--- config.mk ---
export PLATFORM = sky130hd
export DESIGN_NAME = axis_weight_rotator
export DESIGN_NICKNAME = d
export VERILOG_FILES = /design/src/rtl/rotator_cfg_pkg.sv /design/src/rtl/rotator_types_pkg.sv /design/src/rtl/weight_row_if.sv /design/src/rtl/axis_weight_rotator.sv /design/src/rtl/weight_bank_ram.sv /design/src/rtl/weight_out_buffer.sv /design/src/rtl/weight_rotator_ctrl.sv /design/src/rtl/weight_row_packer.sv
export SDC_FILE = /design/constraint.sdc
export NUM_CORES = 2
export LEC_CHECK = 0
export ABC_CLOCK_PERIOD_IN_PS = 19810
export BUFFER_PORTS_ARGS = -buffer_cell sky130_fd_sc_hd__clkbuf_2
export CAP_MARGIN = 20
export CORE_ASPECT_RATIO = 1.25
export CORE_MARGIN = 5
export CORE_UTILIZATION = 40
export DETAILED_ROUTE_END_ITERATION = 8
export GPL_TIMING_DRIVEN = 0
export PLACE_DENSITY = 0.58
export SYNTH_ARGS = -nofsm -noshare
export SYNTH_HDL_FRONTEND = slang
export SYNTH_SLANG_ARGS = --single-unit
--- constraint.sdc ---
create_clock -name aclk -period 19.81 [get_ports aclk]
set_clock_uncertainty 0.05 [all_clocks]
set_input_delay 1.981 -clock aclk [delete_from_list [all_inputs] [get_ports aclk]]
set_output_delay 1.981 -clock aclk [all_outputs]
set_load 0.01 [all_outputs]
--- src/rtl/rotator_cfg_pkg.sv ---
package rotator_cfg_pkg;

  // one weight word and the number of cores fed side by side
  localparam int word_width_def = 8;
  localparam int cores_def = 2;

  // rows of a kernel are kernel_w_max words wide per core
  localparam int kernel_w_max_def = 3;
  localparam int kernel_h_max_def = 3;

  // largest layer a single packet may describe
  localparam int im_cin_max_def = 8;
  localparam int im_blocks_max_def = 8;

  localparam int latency_bram_def = 2; // read latency including the output register

  localparam int s_weights_width_def = 16; // narrow input beat

  // input beats that make up one kernel row on the wide side
  localparam int beats_per_row =
    word_width_def * cores_def * kernel_w_max_def / s_weights_width_def;

endpackage

--- src/rtl/rotator_types_pkg.sv ---
package rotator_types_pkg;

  typedef enum logic [1:0] {
    idle   = 2'd0,
    rotate = 2'd1, // walking a full bank once per image block
    drain  = 2'd2  // one spare cycle after the bank is handed back
  } rotator_state_e;

  // bit positions inside the output tuser
  typedef enum logic [1:0] {
    is_top_block    = 2'd0,
    is_bottom_block = 2'd1,
    is_1x1          = 2'd2,
    is_cin_last     = 2'd3
  } tuser_bit_e;

  localparam int tuser_width = 4;

  // configuration carried in the low bits of the first beat of a packet
  typedef struct packed {
    logic       is_1x1;   // kernel height of one instead of the maximum
    logic [2:0] cin_1;    // input channels minus one
    logic [2:0] blocks_1; // image blocks minus one
  } weight_header_t;

  localparam int header_width = $bits(weight_header_t);

endpackage

--- src/rtl/weight_row_if.sv ---
`timescale 1ns/100ps

interface weight_row_if #(
  parameter int ROW_WIDTH = 48
);

  logic                 valid;
  logic                 ready;
  logic                 is_header; // data holds a header in its low bits
  logic                 last;      // final row of the packet
  logic [ROW_WIDTH-1:0] data;

  modport packer (
    output valid,
    output is_header,
    output last,
    output data,
    input  ready
  );

  modport ctrl (
    input  valid,
    input  is_header,
    input  last,
    input  data,
    output ready
  );

endinterface

--- src/rtl/axis_weight_rotator.sv ---
`timescale 1ns/100ps

module axis_weight_rotator #(
  parameter int WORD_WIDTH      = rotator_cfg_pkg::word_width_def,
  parameter int CORES           = rotator_cfg_pkg::cores_def,
  parameter int KERNEL_W_MAX    = rotator_cfg_pkg::kernel_w_max_def,
  parameter int KERNEL_H_MAX    = rotator_cfg_pkg::kernel_h_max_def,
  parameter int IM_CIN_MAX      = rotator_cfg_pkg::im_cin_max_def,
  parameter int IM_BLOCKS_MAX   = rotator_cfg_pkg::im_blocks_max_def,
  parameter int LATENCY_BRAM    = rotator_cfg_pkg::latency_bram_def,
  parameter int S_WEIGHTS_WIDTH = rotator_cfg_pkg::s_weights_width_def
) (
  input  logic                                       aclk,
  input  logic                                       reset,
  input  logic                                       s_axis_tvalid,
  output logic                                       s_axis_tready,
  input  logic [S_WEIGHTS_WIDTH-1:0]                 s_axis_tdata,
  input  logic                                       s_axis_tlast,
  output logic                                       m_axis_tvalid,
  input  logic                                       m_axis_tready,
  output logic [WORD_WIDTH*CORES*KERNEL_W_MAX-1:0]   m_axis_tdata,
  output logic [rotator_types_pkg::tuser_width-1:0]  m_axis_tuser,
  output logic                                       m_axis_tlast
);

  import rotator_types_pkg::*;

  localparam int ROW_W     = WORD_WIDTH * CORES * KERNEL_W_MAX;
  localparam int ADDR_BITS = $clog2(KERNEL_H_MAX * IM_CIN_MAX) + 1;

  logic                   wr_en;
  logic [ADDR_BITS-1:0]   wr_addr;
  logic [ROW_W-1:0]       wr_data;
  logic                   rd_en;
  logic [ADDR_BITS-1:0]   rd_addr;
  logic [ROW_W-1:0]       rd_data;
  logic [tuser_width-1:0] rd_user;
  logic                   rd_last;
  logic                   space;

  weight_row_if #(.ROW_WIDTH(ROW_W)) row_bus ();

  weight_row_packer #(
    .WORD_WIDTH      (WORD_WIDTH),
    .CORES           (CORES),
    .KERNEL_W_MAX    (KERNEL_W_MAX),
    .S_WEIGHTS_WIDTH (S_WEIGHTS_WIDTH)
  ) packer (
    .aclk          (aclk),
    .reset         (reset),
    .s_axis_tvalid (s_axis_tvalid),
    .s_axis_tready (s_axis_tready),
    .s_axis_tdata  (s_axis_tdata),
    .s_axis_tlast  (s_axis_tlast),
    .row           (row_bus.packer)
  );

  weight_rotator_ctrl #(
    .WORD_WIDTH    (WORD_WIDTH),
    .CORES         (CORES),
    .KERNEL_W_MAX  (KERNEL_W_MAX),
    .KERNEL_H_MAX  (KERNEL_H_MAX),
    .IM_CIN_MAX    (IM_CIN_MAX),
    .IM_BLOCKS_MAX (IM_BLOCKS_MAX)
  ) ctrl (
    .aclk    (aclk),
    .reset   (reset),
    .row     (row_bus.ctrl),
    .wr_en   (wr_en),
    .wr_addr (wr_addr),
    .wr_data (wr_data),
    .space   (space),
    .rd_en   (rd_en),
    .rd_addr (rd_addr),
    .rd_user (rd_user),
    .rd_last (rd_last)
  );

  weight_bank_ram #(
    .WORD_WIDTH   (WORD_WIDTH),
    .CORES        (CORES),
    .KERNEL_W_MAX (KERNEL_W_MAX),
    .KERNEL_H_MAX (KERNEL_H_MAX),
    .IM_CIN_MAX   (IM_CIN_MAX),
    .LATENCY_BRAM (LATENCY_BRAM)
  ) ram (
    .aclk    (aclk),
    .wr_en   (wr_en),
    .wr_addr (wr_addr),
    .wr_data (wr_data),
    .rd_en   (rd_en),
    .rd_addr (rd_addr),
    .rd_data (rd_data)
  );

  weight_out_buffer #(
    .WORD_WIDTH   (WORD_WIDTH),
    .CORES        (CORES),
    .KERNEL_W_MAX (KERNEL_W_MAX),
    .LATENCY_BRAM (LATENCY_BRAM)
  ) out_buf (
    .aclk          (aclk),
    .reset         (reset),
    .rd_en         (rd_en),
    .rd_user       (rd_user),
    .rd_last       (rd_last),
    .rd_data       (rd_data),
    .space         (space),
    .m_axis_tvalid (m_axis_tvalid),
    .m_axis_tready (m_axis_tready),
    .m_axis_tdata  (m_axis_tdata),
    .m_axis_tuser  (m_axis_tuser),
    .m_axis_tlast  (m_axis_tlast)
  );

endmodule

--- src/rtl/weight_bank_ram.sv ---
`timescale 1ns/100ps

module weight_bank_ram #(
  parameter int WORD_WIDTH   = rotator_cfg_pkg::word_width_def,
  parameter int CORES        = rotator_cfg_pkg::cores_def,
  parameter int KERNEL_W_MAX = rotator_cfg_pkg::kernel_w_max_def,
  parameter int KERNEL_H_MAX = rotator_cfg_pkg::kernel_h_max_def,
  parameter int IM_CIN_MAX   = rotator_cfg_pkg::im_cin_max_def,
  parameter int LATENCY_BRAM = rotator_cfg_pkg::latency_bram_def
) (
  input  logic                                           aclk,
  input  logic                                           wr_en,
  input  logic [$clog2(KERNEL_H_MAX*IM_CIN_MAX):0]       wr_addr,
  input  logic [WORD_WIDTH*CORES*KERNEL_W_MAX-1:0]       wr_data,
  input  logic                                           rd_en,
  input  logic [$clog2(KERNEL_H_MAX*IM_CIN_MAX):0]       rd_addr,
  output logic [WORD_WIDTH*CORES*KERNEL_W_MAX-1:0]       rd_data
);

  localparam int ROW_W     = WORD_WIDTH * CORES * KERNEL_W_MAX;
  localparam int ADDR_BITS = $clog2(KERNEL_H_MAX * IM_CIN_MAX) + 1;

  logic [ROW_W-1:0] mem [2**ADDR_BITS]; // top address bit selects the bank
  logic [ROW_W-1:0] pipe [LATENCY_BRAM];

  always_ff @(posedge aclk) begin
    if (wr_en) begin
      mem[wr_addr] <= wr_data;
    end
  end

  // first stage is the array read and the rest model the output registers
  always_ff @(posedge aclk) begin
    if (rd_en) begin
      pipe[0] <= mem[rd_addr];
    end
    for (int i = 1; i < LATENCY_BRAM; i++) begin
      pipe[i] <= pipe[i-1];
    end
  end

  assign rd_data = pipe[LATENCY_BRAM-1];

endmodule

--- src/rtl/weight_out_buffer.sv ---
`timescale 1ns/100ps

module weight_out_buffer #(
  parameter int WORD_WIDTH   = rotator_cfg_pkg::word_width_def,
  parameter int CORES        = rotator_cfg_pkg::cores_def,
  parameter int KERNEL_W_MAX = rotator_cfg_pkg::kernel_w_max_def,
  parameter int LATENCY_BRAM = rotator_cfg_pkg::latency_bram_def
) (
  input  logic                                       aclk,
  input  logic                                       reset,
  input  logic                                       rd_en,
  input  logic [rotator_types_pkg::tuser_width-1:0]  rd_user,
  input  logic                                       rd_last,
  input  logic [WORD_WIDTH*CORES*KERNEL_W_MAX-1:0]   rd_data,
  output logic                                       space,
  output logic                                       m_axis_tvalid,
  input  logic                                       m_axis_tready,
  output logic [WORD_WIDTH*CORES*KERNEL_W_MAX-1:0]   m_axis_tdata,
  output logic [rotator_types_pkg::tuser_width-1:0]  m_axis_tuser,
  output logic                                       m_axis_tlast
);

  import rotator_types_pkg::*;

  localparam int ROW_W    = WORD_WIDTH * CORES * KERNEL_W_MAX;
  localparam int DEPTH    = LATENCY_BRAM + 1;
  localparam int PTR_BITS = $clog2(DEPTH);
  localparam int CNT_BITS = $clog2(DEPTH + 1);

  logic [LATENCY_BRAM-1:0]   en_pipe;
  logic [LATENCY_BRAM-1:0]   last_pipe;
  logic [tuser_width-1:0]    user_pipe [LATENCY_BRAM];
  logic [ROW_W+tuser_width:0] fifo [DEPTH]; // {last, user, data}
  logic [PTR_BITS-1:0]       wr_ptr;
  logic [PTR_BITS-1:0]       rd_ptr;
  logic [CNT_BITS-1:0]       count;
  logic [CNT_BITS-1:0]       in_flight;
  logic                      land;
  logic                      pop;

  assign land = en_pipe[LATENCY_BRAM-1]; // RAM data for this read is on rd_data now
  assign pop  = m_axis_tvalid && m_axis_tready;

  // every read already issued owns a slot, so the FIFO can never overflow
  assign space = (count + in_flight) < CNT_BITS'(DEPTH);

  always_ff @(posedge aclk) begin
    last_pipe[0] <= rd_last;
    user_pipe[0] <= rd_user;
    for (int i = 1; i < LATENCY_BRAM; i++) begin
      last_pipe[i] <= last_pipe[i-1];
      user_pipe[i] <= user_pipe[i-1];
    end
    if (land) begin
      fifo[wr_ptr] <= {last_pipe[LATENCY_BRAM-1], user_pipe[LATENCY_BRAM-1], rd_data};
    end
  end

  always_ff @(posedge aclk) begin
    if (reset) begin
      en_pipe   <= '0;
      wr_ptr    <= '0;
      rd_ptr    <= '0;
      count     <= '0;
      in_flight <= '0;
    end else begin
      en_pipe[0] <= rd_en;
      for (int i = 1; i < LATENCY_BRAM; i++) begin
        en_pipe[i] <= en_pipe[i-1];
      end
      if (land) begin
        wr_ptr <= (wr_ptr == PTR_BITS'(DEPTH - 1)) ? '0 : wr_ptr + 1'b1;
      end
      if (pop) begin
        rd_ptr <= (rd_ptr == PTR_BITS'(DEPTH - 1)) ? '0 : rd_ptr + 1'b1;
      end
      count     <= count + CNT_BITS'(land) - CNT_BITS'(pop);
      in_flight <= in_flight + CNT_BITS'(rd_en) - CNT_BITS'(land);
    end
  end

  assign m_axis_tvalid = count != '0;
  assign {m_axis_tlast, m_axis_tuser, m_axis_tdata} = fifo[rd_ptr];

endmodule

--- src/rtl/weight_rotator_ctrl.sv ---
`timescale 1ns/100ps

module weight_rotator_ctrl #(
  parameter int WORD_WIDTH    = rotator_cfg_pkg::word_width_def,
  parameter int CORES         = rotator_cfg_pkg::cores_def,
  parameter int KERNEL_W_MAX  = rotator_cfg_pkg::kernel_w_max_def,
  parameter int KERNEL_H_MAX  = rotator_cfg_pkg::kernel_h_max_def,
  parameter int IM_CIN_MAX    = rotator_cfg_pkg::im_cin_max_def,
  parameter int IM_BLOCKS_MAX = rotator_cfg_pkg::im_blocks_max_def
) (
  input  logic                                       aclk,
  input  logic                                       reset,
  weight_row_if.ctrl                                 row,
  output logic                                       wr_en,
  output logic [$clog2(KERNEL_H_MAX*IM_CIN_MAX):0]   wr_addr,
  output logic [WORD_WIDTH*CORES*KERNEL_W_MAX-1:0]   wr_data,
  input  logic                                       space,
  output logic                                       rd_en,
  output logic [$clog2(KERNEL_H_MAX*IM_CIN_MAX):0]   rd_addr,
  output logic [rotator_types_pkg::tuser_width-1:0]  rd_user,
  output logic                                       rd_last
);

  import rotator_types_pkg::*;

  localparam int ROW_BITS = $clog2(KERNEL_H_MAX * IM_CIN_MAX);
  localparam int KR_BITS  = $clog2(KERNEL_H_MAX);
  localparam int CH_BITS  = $clog2(IM_CIN_MAX);
  localparam int BLK_BITS = $clog2(IM_BLOCKS_MAX);

  logic                wr_bank;
  logic                rd_bank;
  logic [1:0]          full;
  weight_header_t      hdr [2];
  weight_header_t      cur;
  logic [ROW_BITS-1:0] wr_row;
  logic [ROW_BITS-1:0] rd_row;
  rotator_state_e      state;
  logic [BLK_BITS-1:0] blk;
  logic [CH_BITS-1:0]  ch;
  logic [KR_BITS-1:0]  kr;
  logic [KR_BITS-1:0]  kh_1;
  logic                accept;
  logic                kr_done;
  logic                ch_done;
  logic                blk_done;

  assign row.ready = !full[wr_bank];
  assign accept    = row.valid && row.ready;

  // rows land in packet order, so the bank holds them channel-major
  assign wr_en   = accept && !row.is_header;
  assign wr_addr = {wr_bank, wr_row};
  assign wr_data = row.data;

  always_ff @(posedge aclk) begin
    if (accept && row.is_header) begin
      hdr[wr_bank] <= weight_header_t'(row.data[header_width-1:0]);
    end
  end

  always_ff @(posedge aclk) begin
    if (reset) begin
      wr_bank <= 1'b0;
      wr_row  <= '0;
      full    <= '0;
    end else begin
      if (accept) begin
        if (row.is_header) begin
          wr_row <= '0;
        end else begin
          wr_row <= wr_row + 1'b1;
          if (row.last) begin
            full[wr_bank] <= 1'b1;
            wr_bank       <= !wr_bank;
          end
        end
      end
      if (rd_en && rd_last) begin
        full[rd_bank] <= 1'b0; // bank free once its final read is out
      end
    end
  end

  assign cur      = hdr[rd_bank];
  assign kh_1     = cur.is_1x1 ? '0 : KR_BITS'(KERNEL_H_MAX - 1);
  assign kr_done  = kr == kh_1;
  assign ch_done  = ch == CH_BITS'(cur.cin_1);
  assign blk_done = blk == BLK_BITS'(cur.blocks_1);

  assign rd_en   = (state == rotate) && space;
  assign rd_addr = {rd_bank, rd_row};

  always_comb begin
    rd_user                  = '0;
    rd_user[is_top_block]    = blk == '0;
    rd_user[is_bottom_block] = blk_done;
    rd_user[is_1x1]          = cur.is_1x1;
    rd_user[is_cin_last]     = ch_done;
  end

  assign rd_last = kr_done && ch_done && blk_done;

  always_ff @(posedge aclk) begin
    if (reset) begin
      state   <= idle;
      rd_bank <= 1'b0;
      rd_row  <= '0;
      blk     <= '0;
      ch      <= '0;
      kr      <= '0;
    end else begin
      case (state)
        idle: begin
          if (full[rd_bank]) begin
            state <= rotate;
          end
        end
        rotate: begin
          if (rd_en) begin
            if (!kr_done) begin
              kr     <= kr + 1'b1;
              rd_row <= rd_row + 1'b1;
            end else begin
              kr <= '0;
              if (!ch_done) begin
                ch     <= ch + 1'b1;
                rd_row <= rd_row + 1'b1;
              end else begin
                ch     <= '0;
                rd_row <= '0; // every block replays the whole bank
                if (!blk_done) begin
                  blk <= blk + 1'b1;
                end else begin
                  blk     <= '0;
                  rd_bank <= !rd_bank;
                  state   <= drain;
                end
              end
            end
          end
        end
        drain: begin
          state <= idle;
        end
        default: begin
          state <= idle;
        end
      endcase
    end
  end

endmodule

--- src/rtl/weight_row_packer.sv ---
`timescale 1ns/100ps

module weight_row_packer #(
  parameter int WORD_WIDTH      = rotator_cfg_pkg::word_width_def,
  parameter int CORES           = rotator_cfg_pkg::cores_def,
  parameter int KERNEL_W_MAX    = rotator_cfg_pkg::kernel_w_max_def,
  parameter int S_WEIGHTS_WIDTH = rotator_cfg_pkg::s_weights_width_def
) (
  input  logic                       aclk,
  input  logic                       reset,
  input  logic                       s_axis_tvalid,
  output logic                       s_axis_tready,
  input  logic [S_WEIGHTS_WIDTH-1:0] s_axis_tdata,
  input  logic                       s_axis_tlast,
  weight_row_if.packer               row
);

  localparam int ROW_W     = WORD_WIDTH * CORES * KERNEL_W_MAX;
  localparam int BEATS     = ROW_W / S_WEIGHTS_WIDTH;
  localparam int BEAT_BITS = $clog2(BEATS);

  logic [BEAT_BITS-1:0] beat_cnt;
  logic                 first; // next beat opens a packet
  logic                 beat;
  logic                 pop;

  // a held item blocks the input until the controller takes it
  assign s_axis_tready = !row.valid || row.ready;
  assign beat = s_axis_tvalid && s_axis_tready;
  assign pop  = row.valid && row.ready;

  always_ff @(posedge aclk) begin
    if (reset) begin
      row.valid <= 1'b0;
      first     <= 1'b1;
      beat_cnt  <= '0;
    end else begin
      if (pop) begin
        row.valid <= 1'b0;
      end
      if (beat) begin
        if (first) begin
          row.valid <= 1'b1; // header goes out on its own
          first     <= s_axis_tlast;
        end else if (beat_cnt == BEAT_BITS'(BEATS - 1)) begin
          row.valid <= 1'b1;
          beat_cnt  <= '0;
          first     <= s_axis_tlast;
        end else begin
          beat_cnt <= beat_cnt + 1'b1;
        end
      end
    end
  end

  // the outgoing data doubles as the shift register and moves only on an accepted beat
  always_ff @(posedge aclk) begin
    if (beat) begin
      if (first) begin
        row.data      <= ROW_W'(s_axis_tdata);
        row.is_header <= 1'b1;
        row.last      <= 1'b0;
      end else begin
        row.data      <= {s_axis_tdata, row.data[ROW_W-1:S_WEIGHTS_WIDTH]}; // oldest beat ends lowest
        row.is_header <= 1'b0;
        row.last      <= s_axis_tlast;
      end
    end
  end

endmodule

==> qor.csv <==
metric;value;unit
critical-path-slowest-cell;nand3_1;
fmax;187;MHz
fillerInstances;26000;
critPathMaxStageDelay;1.08;ns
antenna_found_initial;40;
timing.hold.ws;0.278;ns
die_w;519;µm
unrepaired_setup_endpoints_after_global_routing;no;
grt_busiest_layer;met2;
rr_worst_depth;8;
worstPathCellList;buf_2 -> buf_2 -> nand3_1 -> clkbuf_1 -> o22ai_1 -> a2111o_1 -> nand3_1 -> o21ai_1;
final_cell_mix;edfxtp_1 (3343), mux4_2 (648), mux2i_1 (369), clkbuf_16 (326), nand2_1 (211);
sequential_cell_area;0.102;mm²
pre_cts_slack;14.83;ns
area_growth;18.7;%
timing.hold.worst_path_depth;0;
critical_path.top_delay_family;buffers and inverters;
yosys_register_bits;3442;
cts_setup_buffers;0;
clock_root_cell;clkbuf_16;
grt_use_met3;7.80;%
antenna_left;0;
fin_crit_sh;27.0;%
grt_max_degree;59;
synthDistinctLibCells;70;
grt.met1_usage;33.7;%
final_common_cell;edfxtp_1;
timing_hold_violations_final;0;
wl_per_instance;42.7;µm
postRouteWirelength;481000;µm
rows;233;
global_route_wire_length_before_repair;632000;µm
leakagePower;0.0474;µW
seq_area_frac_synth;78.9;%
result_of_the_run;finished clean;
synth_warnings;0;
ir_drop;0.0749;mV
vias_per_cell;6.34;
worstSkewPairLatency;0.92;ns
placer_s_final_routability_congestion_estimate;0.905;
fp.dieH;647;µm
ctsHoldBuffers;0;
worst-path-buf-inv;3;
finalSetupTns;0;ns
grt_util_met2;44.0;%
finalSetupViolCount;0;
start_util;40.2;%
cts_num_sinks;3442;
cts_tree;built;
worstSetupPathType;flop to flop;
timing_worst_slew_pin_value;1.37;ns
synthesis.area;0.130;mm²
postSynth.asyncResetShare;0;%
path_max_fanout;13;
finalWorstPathRequiredPeriod;5.36;ns
final_layout_size_suffix_gt1_share;26.7;%
synth_nets;6012;
cp.arrival;5.90;ns
setup.worst_path.end_class;flop;
holdCritPathClass;flop to flop;
dp.final_hpwl;344000;µm
drtPass1Iterations;8;
relSlewSlack;8.62;%
synth-edff-count;3343;
count_of_unresolved_drc_violations_after_routing;0;
finalInstanceArea;0.154;mm²
postPlaceCellArea;0.144;mm²
worst-endpoint-required;20.36;ns
multi_input_comb_area;0.0260;mm²
global_route.usage.total;28.1;%
slew_violations;0;
pwr_density_cell;94.5;mW/mm²
port-buffer-count;75;
clk_path_buf_depth;4;
synth_flop_cell;edfxtp_1;
cap_violations;0;
route.vias.total;71500;
post_cts_resize_count;0;
syn_avg_cell_area;21.7;µm²
cp_num_cells;8;
i_o_pin_cnt;76;
number_of_drc_violations_after_detailed_routing_iteration_0;11900;
final_net_count;6813;
first_global_vias;68800;
cts.clk_slew.worst_paths;0.07;ns
core_area;0.323;mm²
die-area;0.336;mm²
tritoncts.num_buffers;319;
grt_remaining_overflow;0;
cts.htree.levels;5;
startpoint_type;flop;
postSynthCellCount;5981;
fin_ws;14.45;ns
cells in the mapped netlist (12+ instances only):
library cell	instances	area, µm²
buf_6	37	417
nor2_1	124	465
o221ai_1	44	385
a221oi_1	19	166
a31oi_1	13	81.3
mux2i_1	369	3690
a22o_1	33	289
a32o_1	12	120
nor3_1	15	75.1
mux2_2	28	315
nand2_1	211	792
clkbuf_1	115	432
mux4_2	648	14600
nor2b_1	48	300
o21ai_0	92	460
buf_4	43	323
buf_1	28	105
edfxtp_1	3343	100000
a211oi_1	64	480
o21ai_1	14	70.1
a22oi_1	104	781
dfxtp_1	99	1980
o22ai_1	81	507
inv_1	19	71.3
a2111oi_0	15	131
buf_2	94	470
a21oi_1	89	445
nand3_1	33	165
logic make-up (layout without fill, tap and decap cells):
group | Yosys count | in the layout | share of synthesized area (%)
flip-flops | 3442 | 3442 | 78.9
multiplexers | 1046 | 1046 | 14.3
AO/OA/AOI/OAI | 629 | 629 | 3.36
AND/OR/NAND/NOR | 494 | 494 | 1.72
buffers and inverters | 342 | 1384 | 1.46
XOR/XNOR | 18 | 18 | 0.133
adder cells (fa/ha/maj) | 10 | 10 | 0.0964
other | 0 | 20 | 0
area by class of cell:
type / instances / area share (%)
Inverter: 21 / 0.0528
Timing Repair Buffer: 480 / 5.52
Tap cell: 4230 / 3.44
Multi-Input combinational cell: 2197 / 16.9
Antenna cell: 20 / 0.0325
Sequential cell: 3442 / 66.4
Clock buffer: 406 / 5.55
Buffer: 321 / 1.20
Clock inverter: 156 / 0.882
worst paths after layout:
kind                         from              endpoint  slack, ns
max                ctrl.rd_row[1]       ram.pipe[0][35]      14.45
min          out_buf.last_pipe[0]  out_buf.last_pipe[1]       0.28
max reg2reg        ctrl.rd_row[1]       ram.pipe[0][35]      14.45
min reg2reg  out_buf.last_pipe[0]  out_buf.last_pipe[1]       0.28
layer usage:
metal,vias up,wire (µm),share of wire (%)
li1,26700,-,-
met1,37800,159000,33
met2,5624,221000,46
met3,1380,57400,12
met4,24,43200,9.0
met5,-,158,0.033
registers in the layout (all words and copies together) (netlist names), 2 cells and up, named ones only:
name and count:
ctrl.full 2, packer.beat_cnt 2, out_buf.last_pipe 2, out_buf.count 2, ctrl.state 2, ctrl.wr_row 5
ctrl.hdr 14, packer.row.data 48, out_buf.in_flight 2, ram.pipe 96, ctrl.rd_row 5, out_buf.en_pipe 2
ram.mem 3072, ctrl.ch 3, out_buf.fifo 159, ctrl.blk 3, ctrl.kr 2, out_buf.rd_ptr 2
out_buf.wr_ptr 2, out_buf.user_pipe 8
stage by stage:
step	total power, µW	cells	util (%)
2_1_floorplan	8400	5981	-
3_3_place_gp	8590	10300	42.0
3_5_place_dp	8670	10700	44.6
4_1_cts	14600	11200	47.7
5_1_grt	14900	11300	47.7
6_report	14600	11300	47.7
where the power goes:
part	switching, µW	leakage [µW]	internal [µW]
clock network	2710	0.00484	3330
registers	41.5	0.0311	8010
logic	288	0.0115	179
No activity file was read; power rests on OpenSTA's default activity.
